$ cat config.mk
export PLATFORM = sky130hd
export DESIGN_NAME = pipeCore
export DESIGN_NICKNAME = d
export VERILOG_FILES = /design/src/hdl/corePkg.sv /design/src/hdl/isaPkg.sv /design/src/hdl/decodeUnit.sv /design/src/hdl/executeUnit.sv /design/src/hdl/pipeCore.sv /design/src/hdl/registerFile.sv /design/src/hdl/retireStage.sv
export SDC_FILE = /design/constraint.sdc
export NUM_CORES = 1
export LEC_CHECK = 0
export BUFFER_PORTS_ARGS = -buffer_cell sky130_fd_sc_hd__buf_2
export CAP_MARGIN = 20
export CORE_ASPECT_RATIO = 2
export CORE_MARGIN = 5
export CORE_UTILIZATION = 40
export CTS_CLUSTER_DIAMETER = 50
export DETAILED_ROUTE_END_ITERATION = 10
export PLACE_DENSITY = 0.53
export SLEW_MARGIN = 20
export SYNTH_ARGS = -nofsm -noshare
export SYNTH_HDL_FRONTEND = slang
export SYNTH_SLANG_ARGS = --single-unit
export TNS_END_PERCENT = 5
$ cat constraint.sdc
create_clock -name clk -period 5.31 [get_ports clk]
set_input_delay 0.2655 -clock clk [delete_from_list [all_inputs] [get_ports clk]]
set_output_delay 0.2655 -clock clk [all_outputs]
set_load 0.05 [all_outputs]
$ cat src/hdl/corePkg.sv
// pipeline control encodings; the ALU only adds, xors and and-nots and subtracts via invert plus carry-in
package corePkg;

  // operation picked in execute
  typedef enum logic [1:0] {
    AluAdd  = 2'b00, // a + b + cin, a optionally inverted
    AluXor  = 2'b01,
    AluAndn = 2'b10
  } aluOpT;

  // second operand source
  // anything other than ImmNone replaces the Rt operand
  typedef enum logic [1:0] {
    ImmNone  = 2'b00, // forwarded Rt
    ImmSext5 = 2'b01,
    ImmZext5 = 2'b10,
    ImmSext8 = 2'b11  // LBI with operand A forced to zero
  } immSelT;

endpackage

$ cat src/hdl/isaPkg.sv
// 16-bit instruction encoding; only the opcodes kept by this core are listed and others retire nothing
package isaPkg;

  localparam int DataWidth    = 16;
  localparam int RegAddrWidth = 3;
  localparam int NumRegs      = 8;

  // register field positions, msb of each 3-bit field
  localparam int RsMsb = 10; // bits 10:8
  localparam int RtMsb = 7;  // bits 7:5 and the I-format destination
  localparam int RdMsb = 4;  // bits 4:2 as R-format destination

  // major opcode in bits 15:11
  typedef enum logic [4:0] {
    OpNop  = 5'b00001,
    OpAddi = 5'b01000, // Rd <- Rs + sext(imm5)
    OpSubi = 5'b01001, // Rd <- sext(imm5) - Rs
    OpXori = 5'b01010, // Rd <- Rs ^ zext(imm5)
    OpLbi  = 5'b11000, // Rs <- sext(imm8)
    OpAlu  = 5'b11011  // R-format with function in bits 1:0
  } opcodeT;

  // R-format function field
  typedef enum logic [1:0] {
    FnAdd  = 2'b00, // Rs + Rt
    FnSub  = 2'b01, // Rt - Rs
    FnXor  = 2'b10,
    FnAndn = 2'b11  // Rs & ~Rt
  } functT;

endpackage

$ cat src/hdl/decodeUnit.sv
// IF/ID and ID/EX registers around decode; undecoded opcodes and NOP leave exWrite low
`timescale 1ns/100ps

module decodeUnit (
  input  logic               clk,
  input  logic               reset,
  input  logic               instrValid,
  input  logic [15:0]        instr,
  input  logic               wbWrite,
  input  logic [2:0]         wbReg,
  input  logic [15:0]        wbData,
  output logic               exWrite,
  output logic [2:0]         exDest,
  output logic [2:0]         exRs,
  output logic [2:0]         exRt,
  output logic [15:0]        exOpA,
  output logic [15:0]        exOpB,
  output logic [15:0]        exImm,
  output corePkg::immSelT    exImmSel,
  output corePkg::aluOpT     exAluOp,
  output logic               exInvA,
  output logic               exCin
);

  logic               ifValid;
  logic [15:0]        ifInstr;
  isaPkg::opcodeT     opcode;
  isaPkg::functT      funct;
  logic [2:0]         rs;
  logic [2:0]         rt;
  logic [2:0]         rd;
  logic               decWrite;
  logic [2:0]         decDest;
  corePkg::aluOpT     decAluOp;
  corePkg::immSelT    decImmSel;
  logic               decInvA;
  logic               decCin;
  logic [15:0]        decImm;
  logic [15:0]        readA;
  logic [15:0]        readB;

  // IF/ID
  always_ff @(posedge clk) begin
    if (reset) ifValid <= 1'b0;
    else       ifValid <= instrValid;
    ifInstr <= instr;
  end

  assign opcode = isaPkg::opcodeT'(ifInstr[15:11]);
  assign funct  = isaPkg::functT'(ifInstr[1:0]);
  assign rs     = ifInstr[isaPkg::RsMsb -: isaPkg::RegAddrWidth];
  assign rt     = ifInstr[isaPkg::RtMsb -: isaPkg::RegAddrWidth];
  assign rd     = ifInstr[isaPkg::RdMsb -: isaPkg::RegAddrWidth];

  always_comb begin
    decWrite  = 1'b0;
    decDest   = rd;
    decAluOp  = corePkg::AluAdd;
    decImmSel = corePkg::ImmNone;
    decInvA   = 1'b0;
    decCin    = 1'b0;
    case (opcode)
      isaPkg::OpAlu: begin
        decWrite = 1'b1;
        case (funct)
          isaPkg::FnSub:  {decInvA, decCin} = 2'b11; // Rt - Rs
          isaPkg::FnXor:  decAluOp = corePkg::AluXor;
          isaPkg::FnAndn: decAluOp = corePkg::AluAndn;
          default:        decAluOp = corePkg::AluAdd;
        endcase
      end
      isaPkg::OpAddi: begin
        decWrite  = 1'b1;
        decDest   = rt; // I-format writes the Rt slot
        decImmSel = corePkg::ImmSext5;
      end
      isaPkg::OpSubi: begin
        decWrite  = 1'b1;
        decDest   = rt;
        decImmSel = corePkg::ImmSext5;
        decInvA   = 1'b1;
        decCin    = 1'b1;
      end
      isaPkg::OpXori: begin
        decWrite  = 1'b1;
        decDest   = rt;
        decImmSel = corePkg::ImmZext5;
        decAluOp  = corePkg::AluXor;
      end
      isaPkg::OpLbi: begin
        decWrite  = 1'b1;
        decDest   = rs; // LBI names its target in the Rs slot
        decImmSel = corePkg::ImmSext8;
      end
      default: decWrite = 1'b0; // NOP and anything undecoded
    endcase
  end

  always_comb begin
    case (decImmSel)
      corePkg::ImmSext5: decImm = {{(isaPkg::DataWidth - 5){ifInstr[4]}}, ifInstr[4:0]};
      corePkg::ImmZext5: decImm = {{(isaPkg::DataWidth - 5){1'b0}}, ifInstr[4:0]};
      corePkg::ImmSext8: decImm = {{(isaPkg::DataWidth - 8){ifInstr[7]}}, ifInstr[7:0]};
      default:           decImm = '0;
    endcase
  end

  registerFile regFile_inst (
    .clk       (clk),
    .reset     (reset),
    .readRegA  (rs),
    .readRegB  (rt),
    .readDataA (readA),
    .readDataB (readB),
    .writeEn   (wbWrite),
    .writeReg  (wbReg),
    .writeData (wbData)
  );

  // ID/EX
  always_ff @(posedge clk) begin
    if (reset) exWrite <= 1'b0;
    else       exWrite <= ifValid & decWrite;
  end

  always_ff @(posedge clk) begin
    exDest   <= decDest;
    exRs     <= rs;
    exRt     <= rt;
    exOpA    <= readA;
    exOpB    <= readB;
    exImm    <= decImm;
    exImmSel <= decImmSel;
    exAluOp  <= decAluOp;
    exInvA   <= decInvA;
    exCin    <= decCin;
  end

endmodule

$ cat src/hdl/executeUnit.sv
// forwarding and ALU; EX/MEM wins over MEM/WB on a match and valid bits of writers gate every bypass
`timescale 1ns/100ps

module executeUnit (
  input  logic               clk,
  input  logic               reset,
  input  logic               exWrite,
  input  logic [2:0]         exDest,
  input  logic [2:0]         exRs,
  input  logic [2:0]         exRt,
  input  logic [15:0]        exOpA,
  input  logic [15:0]        exOpB,
  input  logic [15:0]        exImm,
  input  corePkg::immSelT    exImmSel,
  input  corePkg::aluOpT     exAluOp,
  input  logic               exInvA,
  input  logic               exCin,
  output logic               memWrite,
  output logic [2:0]         memDest,
  output logic [15:0]        memData,
  input  logic               wbWrite,
  input  logic [2:0]         wbReg,
  input  logic [15:0]        wbData
);

  logic [15:0] fwdA;
  logic [15:0] fwdB;
  logic [15:0] aluA;
  logic [15:0] aluB;
  logic [15:0] result;

  // youngest writer first
  always_comb begin
    if (memWrite && (memDest == exRs))     fwdA = memData;
    else if (wbWrite && (wbReg == exRs))   fwdA = wbData;
    else                                   fwdA = exOpA;
    if (memWrite && (memDest == exRt))     fwdB = memData;
    else if (wbWrite && (wbReg == exRt))   fwdB = wbData;
    else                                   fwdB = exOpB;
  end

  // LBI adds its immediate to zero
  assign aluA = (exImmSel == corePkg::ImmSext8) ? 16'h0000 : fwdA;
  assign aluB = (exImmSel == corePkg::ImmNone)  ? fwdB : exImm;

  always_comb begin
    case (exAluOp)
      corePkg::AluXor:  result = aluA ^ aluB;
      corePkg::AluAndn: result = aluA & ~aluB;
      default: begin
        // ~a + b + 1 gives b - a
        result = (exInvA ? ~aluA : aluA) + aluB + {15'b0, exCin};
      end
    endcase
  end

  // EX/MEM
  always_ff @(posedge clk) begin
    if (reset) memWrite <= 1'b0;
    else       memWrite <= exWrite;
    memDest <= exDest;
    memData <= result;
  end

endmodule

$ cat src/hdl/pipeCore.sv
// top level; one instruction per clock with no back-pressure, a writing instruction retires 4 cycles later
`timescale 1ns/100ps

module pipeCore (
  input  logic        clk,
  input  logic        reset,
  input  logic        instrValid,
  input  logic [15:0] instr,
  output logic        wbValid,
  output logic [2:0]  wbReg,
  output logic [15:0] wbData
);

  logic               exWrite;
  logic [2:0]         exDest;
  logic [2:0]         exRs;
  logic [2:0]         exRt;
  logic [15:0]        exOpA;
  logic [15:0]        exOpB;
  logic [15:0]        exImm;
  corePkg::immSelT    exImmSel;
  corePkg::aluOpT     exAluOp;
  logic               exInvA;
  logic               exCin;
  logic               memWrite;
  logic [2:0]         memDest;
  logic [15:0]        memData;

  // MEM/WB goes back into the register file
  decodeUnit decodeUnit_inst (
    .clk        (clk),
    .reset      (reset),
    .instrValid (instrValid),
    .instr      (instr),
    .wbWrite    (wbValid),
    .wbReg      (wbReg),
    .wbData     (wbData),
    .exWrite    (exWrite),
    .exDest     (exDest),
    .exRs       (exRs),
    .exRt       (exRt),
    .exOpA      (exOpA),
    .exOpB      (exOpB),
    .exImm      (exImm),
    .exImmSel   (exImmSel),
    .exAluOp    (exAluOp),
    .exInvA     (exInvA),
    .exCin      (exCin)
  );

  executeUnit executeUnit_inst (
    .clk      (clk),
    .reset    (reset),
    .exWrite  (exWrite),
    .exDest   (exDest),
    .exRs     (exRs),
    .exRt     (exRt),
    .exOpA    (exOpA),
    .exOpB    (exOpB),
    .exImm    (exImm),
    .exImmSel (exImmSel),
    .exAluOp  (exAluOp),
    .exInvA   (exInvA),
    .exCin    (exCin),
    .memWrite (memWrite), // EX/MEM tap loops back for forwarding
    .memDest  (memDest),
    .memData  (memData),
    .wbWrite  (wbValid),  // MEM/WB tap
    .wbReg    (wbReg),
    .wbData   (wbData)
  );

  retireStage retireStage_inst (
    .clk      (clk),
    .reset    (reset),
    .memWrite (memWrite),
    .memDest  (memDest),
    .memData  (memData),
    .wbWrite  (wbValid),
    .wbReg    (wbReg),
    .wbData   (wbData)
  );

endmodule

$ cat src/hdl/registerFile.sv
// eight 16-bit registers, cleared on reset; a same-cycle write is visible on both read ports
`timescale 1ns/100ps

module registerFile (
  input  logic        clk,
  input  logic        reset,
  input  logic [2:0]  readRegA,
  input  logic [2:0]  readRegB,
  output logic [15:0] readDataA,
  output logic [15:0] readDataB,
  input  logic        writeEn,
  input  logic [2:0]  writeReg,
  input  logic [15:0] writeData
);

  logic [15:0] regs [8];

  always_ff @(posedge clk) begin
    if (reset) begin
      for (int i = 0; i < 8; i++) begin
        regs[i] <= '0;
      end
    end else if (writeEn) begin
      regs[writeReg] <= writeData;
    end
  end

  // write-through covers the instruction three behind the writer
  always_comb begin
    if (writeEn && (writeReg == readRegA)) begin
      readDataA = writeData;
    end else begin
      readDataA = regs[readRegA];
    end
  end

  always_comb begin
    if (writeEn && (writeReg == readRegB)) begin
      readDataB = writeData;
    end else begin
      readDataB = regs[readRegB];
    end
  end

endmodule

$ cat src/hdl/retireStage.sv
// MEM/WB register at the memory position; no data memory, the EX/MEM value passes on unchanged
`timescale 1ns/100ps

module retireStage (
  input  logic        clk,
  input  logic        reset,
  input  logic        memWrite,
  input  logic [2:0]  memDest,
  input  logic [15:0] memData,
  output logic        wbWrite,
  output logic [2:0]  wbReg,
  output logic [15:0] wbData
);

  // valid bit
  always_ff @(posedge clk) begin
    if (reset) begin
      wbWrite <= 1'b0;
    end else begin
      wbWrite <= memWrite;
    end
  end

  always_ff @(posedge clk) begin
    wbReg  <= memDest;
    wbData <= memData; // alu result
  end

endmodule

Word-level counts from Yosys, hierarchy flattened:

Memories as Yosys holds them, arrays and structs flattened. A register that Yosys moved wholly into a read port is not among the register bits.
Index checks and enable logic that the tools add are counted.

* register bits: 120
* latch bits: 0
* RAM bits: 128
* memory bits (read-only): 0
* word-level logic and storage cells: 83
* memories: 1

* $add $sub $neg: 2
* multiply operators: 0
* divide/modulo/power cells: 0
* $lt $le $gt $ge: 0
* equality and inequality tests: 20
* shift operators: 0
* muxes and demuxes: 26
* bitwise operators: 5
* reductions and logical operators: 11

Memory list
* decodeUnit_inst.regFile_inst.regs: depth 8, bits a word 16, read ports 2, clocked after Yosys merged registers in 2, wr ports 8, RTL line registerFile.sv:16 `logic [15:0] regs [8];`

Operators by type and width (number)
* 2-to-1 mux 16 bit: 10
* one-hot mux 16 bit (3 select lines): 1
* inverter 16 bit: 2
* one-hot mux 16 bit (2 select lines): 1
* == test 3 bit: 6
* adder 16 x 1 -> 16 bit: 1
* adder 16 bit: 1
* AND 16 bit: 1
* OR reduction 16 bit: 1
* XOR 16 bit: 1
* == test 5 x 4 -> 1 bit (second input constant): 3
* == test 2 bit (second input constant): 6
* == test 5 bit (second input constant): 2
* 2-to-1 mux 1 bit: 8
* one-hot mux 2 bit (2 select lines): 2
* == test 2 x 1 -> 1 bit (second input constant): 3
* logical AND 1 bit: 6
* one-hot mux 2 bit (3 select lines): 1
* one-hot mux 3 bit (2 select lines): 1
* OR reduction 5 bit: 1
* 2-to-1 mux 3 bit: 1
* OR reduction 3 bit: 1
* logical NOT 2 bit: 1
* one-hot mux 1 bit (2 select lines): 1
* other kinds (2): 2

Longest topological paths before layout:

* word-level depth: 10
* gate-level depth with buffers: 18
* mapped depth without buffers: 16

By module:

Synthesis repeated with hierarchy kept, for this count alone.

* cell total of the unflattened synthesis: 985
* area, all modules: 12721.0 um2

By module, submodules not included
* registerFile: times used 1, cells each 445, area an instance 7453.4 um2, sequential area each 3843.7 um2
* executeUnit: times used 1, cells each 390, area an instance 3011.6 um2, sequential area each 400.4 um2
* decodeUnit: times used 1, cells each 129, area an instance 1841.8 um2, sequential area each 1441.4 um2
* retireStage: times used 1, cells each 21, area an instance 414.1 um2, sequential area each 400.4 um2

Least setup slack after synthesis:

No wires, ideal clock.

* path type: reg2reg
* from: register retireStage_inst.wbReg[2]
* to: register executeUnit_inst.memData[14]
* library setup time: 133 ps
* arrival time: 3927 ps
* required time: 5177 ps
* setup slack: 1250 ps
* stages on the path, launching flop included: 18
* path buffers: 2
* path through: dfxtp_1 -> buf_2 -> xnor2_2 -> nand4_4 -> buf_2 -> mux2i_1 -> a211oi_1 -> xnor2_1 -> fa_1 -> a21o_1 -> a21oi_1 -> o21bai_1 -> a21o_1 -> a21oi_1 -> o211ai_1 -> a31oi_1 -> xor2_1 -> a21oi_1

* longest elaborated chain between the ends: 10

RTL lines
* start: declaration: RTL line retireStage.sv:11 `output logic [2:0] wbReg,`
* start signal: assignment: RTL line retireStage.sv:25 `wbReg <= memDest;`
* == test 3 bit: RTL line executeUnit.sv:35 `else if (wbWrite && (wbReg == exRs)) fwdA = wbData;`
* logical AND 1 bit: RTL line executeUnit.sv:35
* 2-to-1 mux 16 bit: RTL line executeUnit.sv:35
* 2-to-1 mux 16 bit: RTL line executeUnit.sv:34 `if (memWrite && (memDest == exRs)) fwdA = memData;`
* 2-to-1 mux 16 bit: RTL line executeUnit.sv:43 `assign aluA = (exImmSel == corePkg::ImmSext8) ? 16'h0000 : fwdA;`
* inverter 16 bit: RTL line executeUnit.sv:52 `result = (exInvA ? ~aluA : aluA) + aluB + {15'b0, exCin};`
* 2-to-1 mux 16 bit: RTL line executeUnit.sv:52
* adder 16 bit: RTL line executeUnit.sv:52
* adder 16 x 1 -> 16 bit: RTL line executeUnit.sv:52
* one-hot mux 16 bit (2 select lines) *: RTL line executeUnit.sv:47 `case (exAluOp)`
* via executeUnit_inst.result[14]: RTL line executeUnit.sv:30 `logic [15:0] result;`
* end signal: assignment: RTL line executeUnit.sv:62 `memData <= result;`
* end: declaration: RTL line executeUnit.sv:20 `output logic [15:0] memData,`

The timed path passes the listed nets; every way through them passes the cells marked *.
A chain may end at the register's enable or synchronous reset.

Worst setup path after layout:

* from: register retireStage_inst.wbReg[0]
* to: register executeUnit_inst.memData[14]

The elaborated chain is that of the path after synthesis.

==> summary.txt <==
Status
  – Status: completed

Timing
  – Tmin final: 4.32 ns
  – Period utilization: 0.813
  – Rel. slew slack: 0.362
  – Clk_skew: 0.0217 ns
  – Final hold slack: 0.0749 ns
  – RSZ-0062 raised after global routing: no
  – Max Clock Freq: 232 MHz
  – Final hold vios: 0
  – Setup violators final: 0
  – Slew Limit Fails: 0
  – TNS Setup: 0 ns
  – Worst slew pin tran: 0.956 ns

Route
  – Post-Route WL: 32500 um
  – WL per Instance: 22.7 um
  – Initial DRC Count: 426
  – Via Count: 7880
  – Post-route ant nets: 0
  – DRC Markers: 0
  – Vias/cell: 5.49
  – First-pass detailed-route iteration total: 5

Synth
  – Synth Warn #: 0
  – Synth async-reset ratio: 0
  – Post-synth EDFFs: 128
  – Part of the Yosys area used for sequential elements: 0.504
  – Post-Syn Area per Cell: 11.7 sq um
  – Cell Area, Synth: 0.0121 sq mm
  – Yosys reg bits: 240
  – Synthesized instance count: 1031
  – Synth cell types: 54
  – Post-synth net total: 1083
  – Top_reg_cell synth: edfxtp_1

Global routing
  – Largest net degree at the start of global routing: 37
  – First-pass GRT wire length: 49600 um
  – GRT Util Overall: 0.190
  – Vias in the first global route: 8279
  – Initial antenna violation count: 0
  – GR Overflow Total: 0

Final layout
  – Layout cells sized above 1: 0.174
  – Final net count: 1102
  – Finished Cell Area: 0.0136 sq mm
  – Commonest non-fill, non-tap cell in the layout: and2_1
  – Post-route insts no fill: 1435
  – Synth-to-layout area growth: 12.5%
  – Commonest cells after routing, fill and taps aside: 138 x and2_1, 128 x edfxtp_1, 109 x dfxtp_1
  – Antenna Cells: 0

Floorplanning
  – Core footprint: 0.0300 sq mm
  – Die Width: 133 um
  – I/O pins: 39
  – Initial Util: 0.403
  – Site Rows: 90
  – Die outline height: 256 um
  – Die ar.: 0.0340 sq mm

Worst setup path
  – Reg2reg start: retireStage_inst.wbReg[0]
  – Reg-to-Reg End: executeUnit_inst.memData[14]
  – Reg2Reg Depth: 15
  – CP required: 5.71 ns
  – CP arrival: 4.72 ns
  – Worst setup EP type: flip-flop
  – Crit Path Category: reg2reg
  – Critical Path Fanout Max: 16
  – CP Capture Point: executeUnit_inst.memData[14]
  – Critical path startpoint: retireStage_inst.wbReg[0]
  – Startpoint types: flip-flop
  – Reg2reg setup slack: 0.99 ns

Job
  – Max-cap violations: 0

Placed design
  – Post-DP HPWL: 21000 um
  – GP Congestion: 0.823
  – Dpl cells: 1375
  – Post-DP Area: 0.0126 sq mm
  – Number of port buffers: 38

Clock network
  – Postcts setup bufs: 0
  – Max H-tree Level: 1
  – Sink Count: 240
  – Num CTS Buffers: 24
  – CTS clk-pin slew, worst paths: 0.07 ns
  – CTS max path bufs: 3
  – Clock latency on the worst-skew pair: 0.54 ns
  – Root buf cell: clkbuf_16
  – CTS tree: built

Min path
  – Worst Hold Class: in2reg

Power
  – VDD IR max: 515 uV
  – PD cells: 372 mW/mm^2
  – Leak: 5.43 nW
[layer usage]
metal / wire, um / up-vias / GRT usage
met5: 0 / - / 0
met4: 1020 / 0 / 0.0647
met3: 1140 / 45 / 0.0203
met2: 17400 / 187 / 0.349
met1: 13000 / 3906 / 0.229
li1: - / 3742 / -
[how the worst min path moves through the flow]
stage | from | end | slack [ns] | cells after the start
3_3_place_gp | decodeUnit_inst.exDest[2] | executeUnit_inst.memDest[2] | 0.32 | 0
5_1_grt | reset | executeUnit_inst.memWrite | 0.08 | 2
3_5_place_dp | decodeUnit_inst.exDest[0] | executeUnit_inst.memDest[0] | 0.31 | 0
2_1_floorplan | instr[0] | decodeUnit_inst.ifInstr[0] | 0.29 | 0
4_1_cts | reset | executeUnit_inst.memWrite | 0.07 | 2
6_report | reset | retireStage_inst.wbWrite | 0.07 | 2
[flip-flops by register name, indices dropped and copies added, names as in the netlist, 8 cells and up]
register,cells
decodeUnit_inst.exImm,8
decodeUnit_inst.exOpA,16
decodeUnit_inst.exOpB,16
decodeUnit_inst.ifInstr,16
decodeUnit_inst.regFile_inst.regs,128
executeUnit_inst.memData,16
retireStage_inst.wbData,16
[metrics by stage]
stage	worst slack (ns)	util	power, mW
after global placement	1.11	0.419	3.25
after global routing	0.662	0.453	5.26
final	0.994	0.453	5.05
after CTS	1.01	0.453	5.11
after detailed placement	1.03	0.419	3.26
after floorplan	1.25	-	2.95
[synth_stat cells (3+ instances only)]
master,number,area [sq um]
a21oi_1,74,370
or2_2,10,62.6
ha_1,32,400
a222oi_1,3,30.0
buf_1,11,41.3
buf_2,4,20.0
nand4_1,6,37.5
nor2b_1,6,37.5
o21ai_0,39,195
dfxtp_1,112,2240
xnor2_2,3,48.8
mux4_2,64,1440
nor2_1,91,342
o21a_1,3,22.5
nand3_1,4,20.0
a211oi_1,16,120
nand2_1,32,120
inv_1,28,105
edfxtp_1,128,3840
xnor2_1,43,377
and3_1,3,18.8
o21ai_1,3,15.0
and4_1,3,26.3
clkbuf_1,62,233
mux2i_1,63,631
nand2b_1,8,50.1
nor3_1,5,25.0
o211ai_1,3,22.5
a31oi_1,3,18.8
and2_1,138,863
[area by class of cell]
type / count / area [sq um]
Sequential cell: 240 / 6090
Fill cell: 2747 / 16400
Tap cell: 368 / 460
Timing Repair Buffer: 72 / 488
Clock inverter: 15 / 196
Multi-Input combinational cell: 683 / 5580
Inverter: 29 / 109
Clock buffer: 28 / 647
[worst max-delay path: stages, from the launching register on]
cell      delay, ns
dfxtp_1        0.61
xnor2_2        0.20
nand4_4        0.36
a221o_1        0.49
a21oi_1        0.22
a21oi_1        0.13
fa_1           0.49
a21o_1         0.20
a21oi_1        0.21
o21bai_1       0.09
a21o_1         0.20
a21oi_1        0.37
o211ai_1       0.15
a31oi_1        0.21
xor2_1         0.16
a21oi_1        0.08
[cell families (layout without fill, tap and decap cells)]
kind of cell	count (synthesis)	in the layout	share of synthesized area
AND/OR/NAND/NOR	314	314	0.139
flip-flops	240	240	0.504
AO/OA/AOI/OAI	161	161	0.0786
multiplexers	127	127	0.172
buffers and inverters	108	144	0.0346
XOR/XNOR	48	48	0.0367
adder cells (fa/ha/maj)	33	33	0.0348
[where the power goes]
group	leakage (nW)	internal [mW]	switching, mW
clock	0.407	1.08	0.755
sequential	2.26	2.13	0.299
combinational	2.77	0.302	0.489
total	5.43	3.50	1.54
[repair_timing]
item,in CTS,in global routing
setup endpoints to repair,0,0
hold buffers,17,0
endpoints found under the hold margin,17,0
gates resized for setup,0,0
Note: power is estimated with default switching activity, not from simulation.
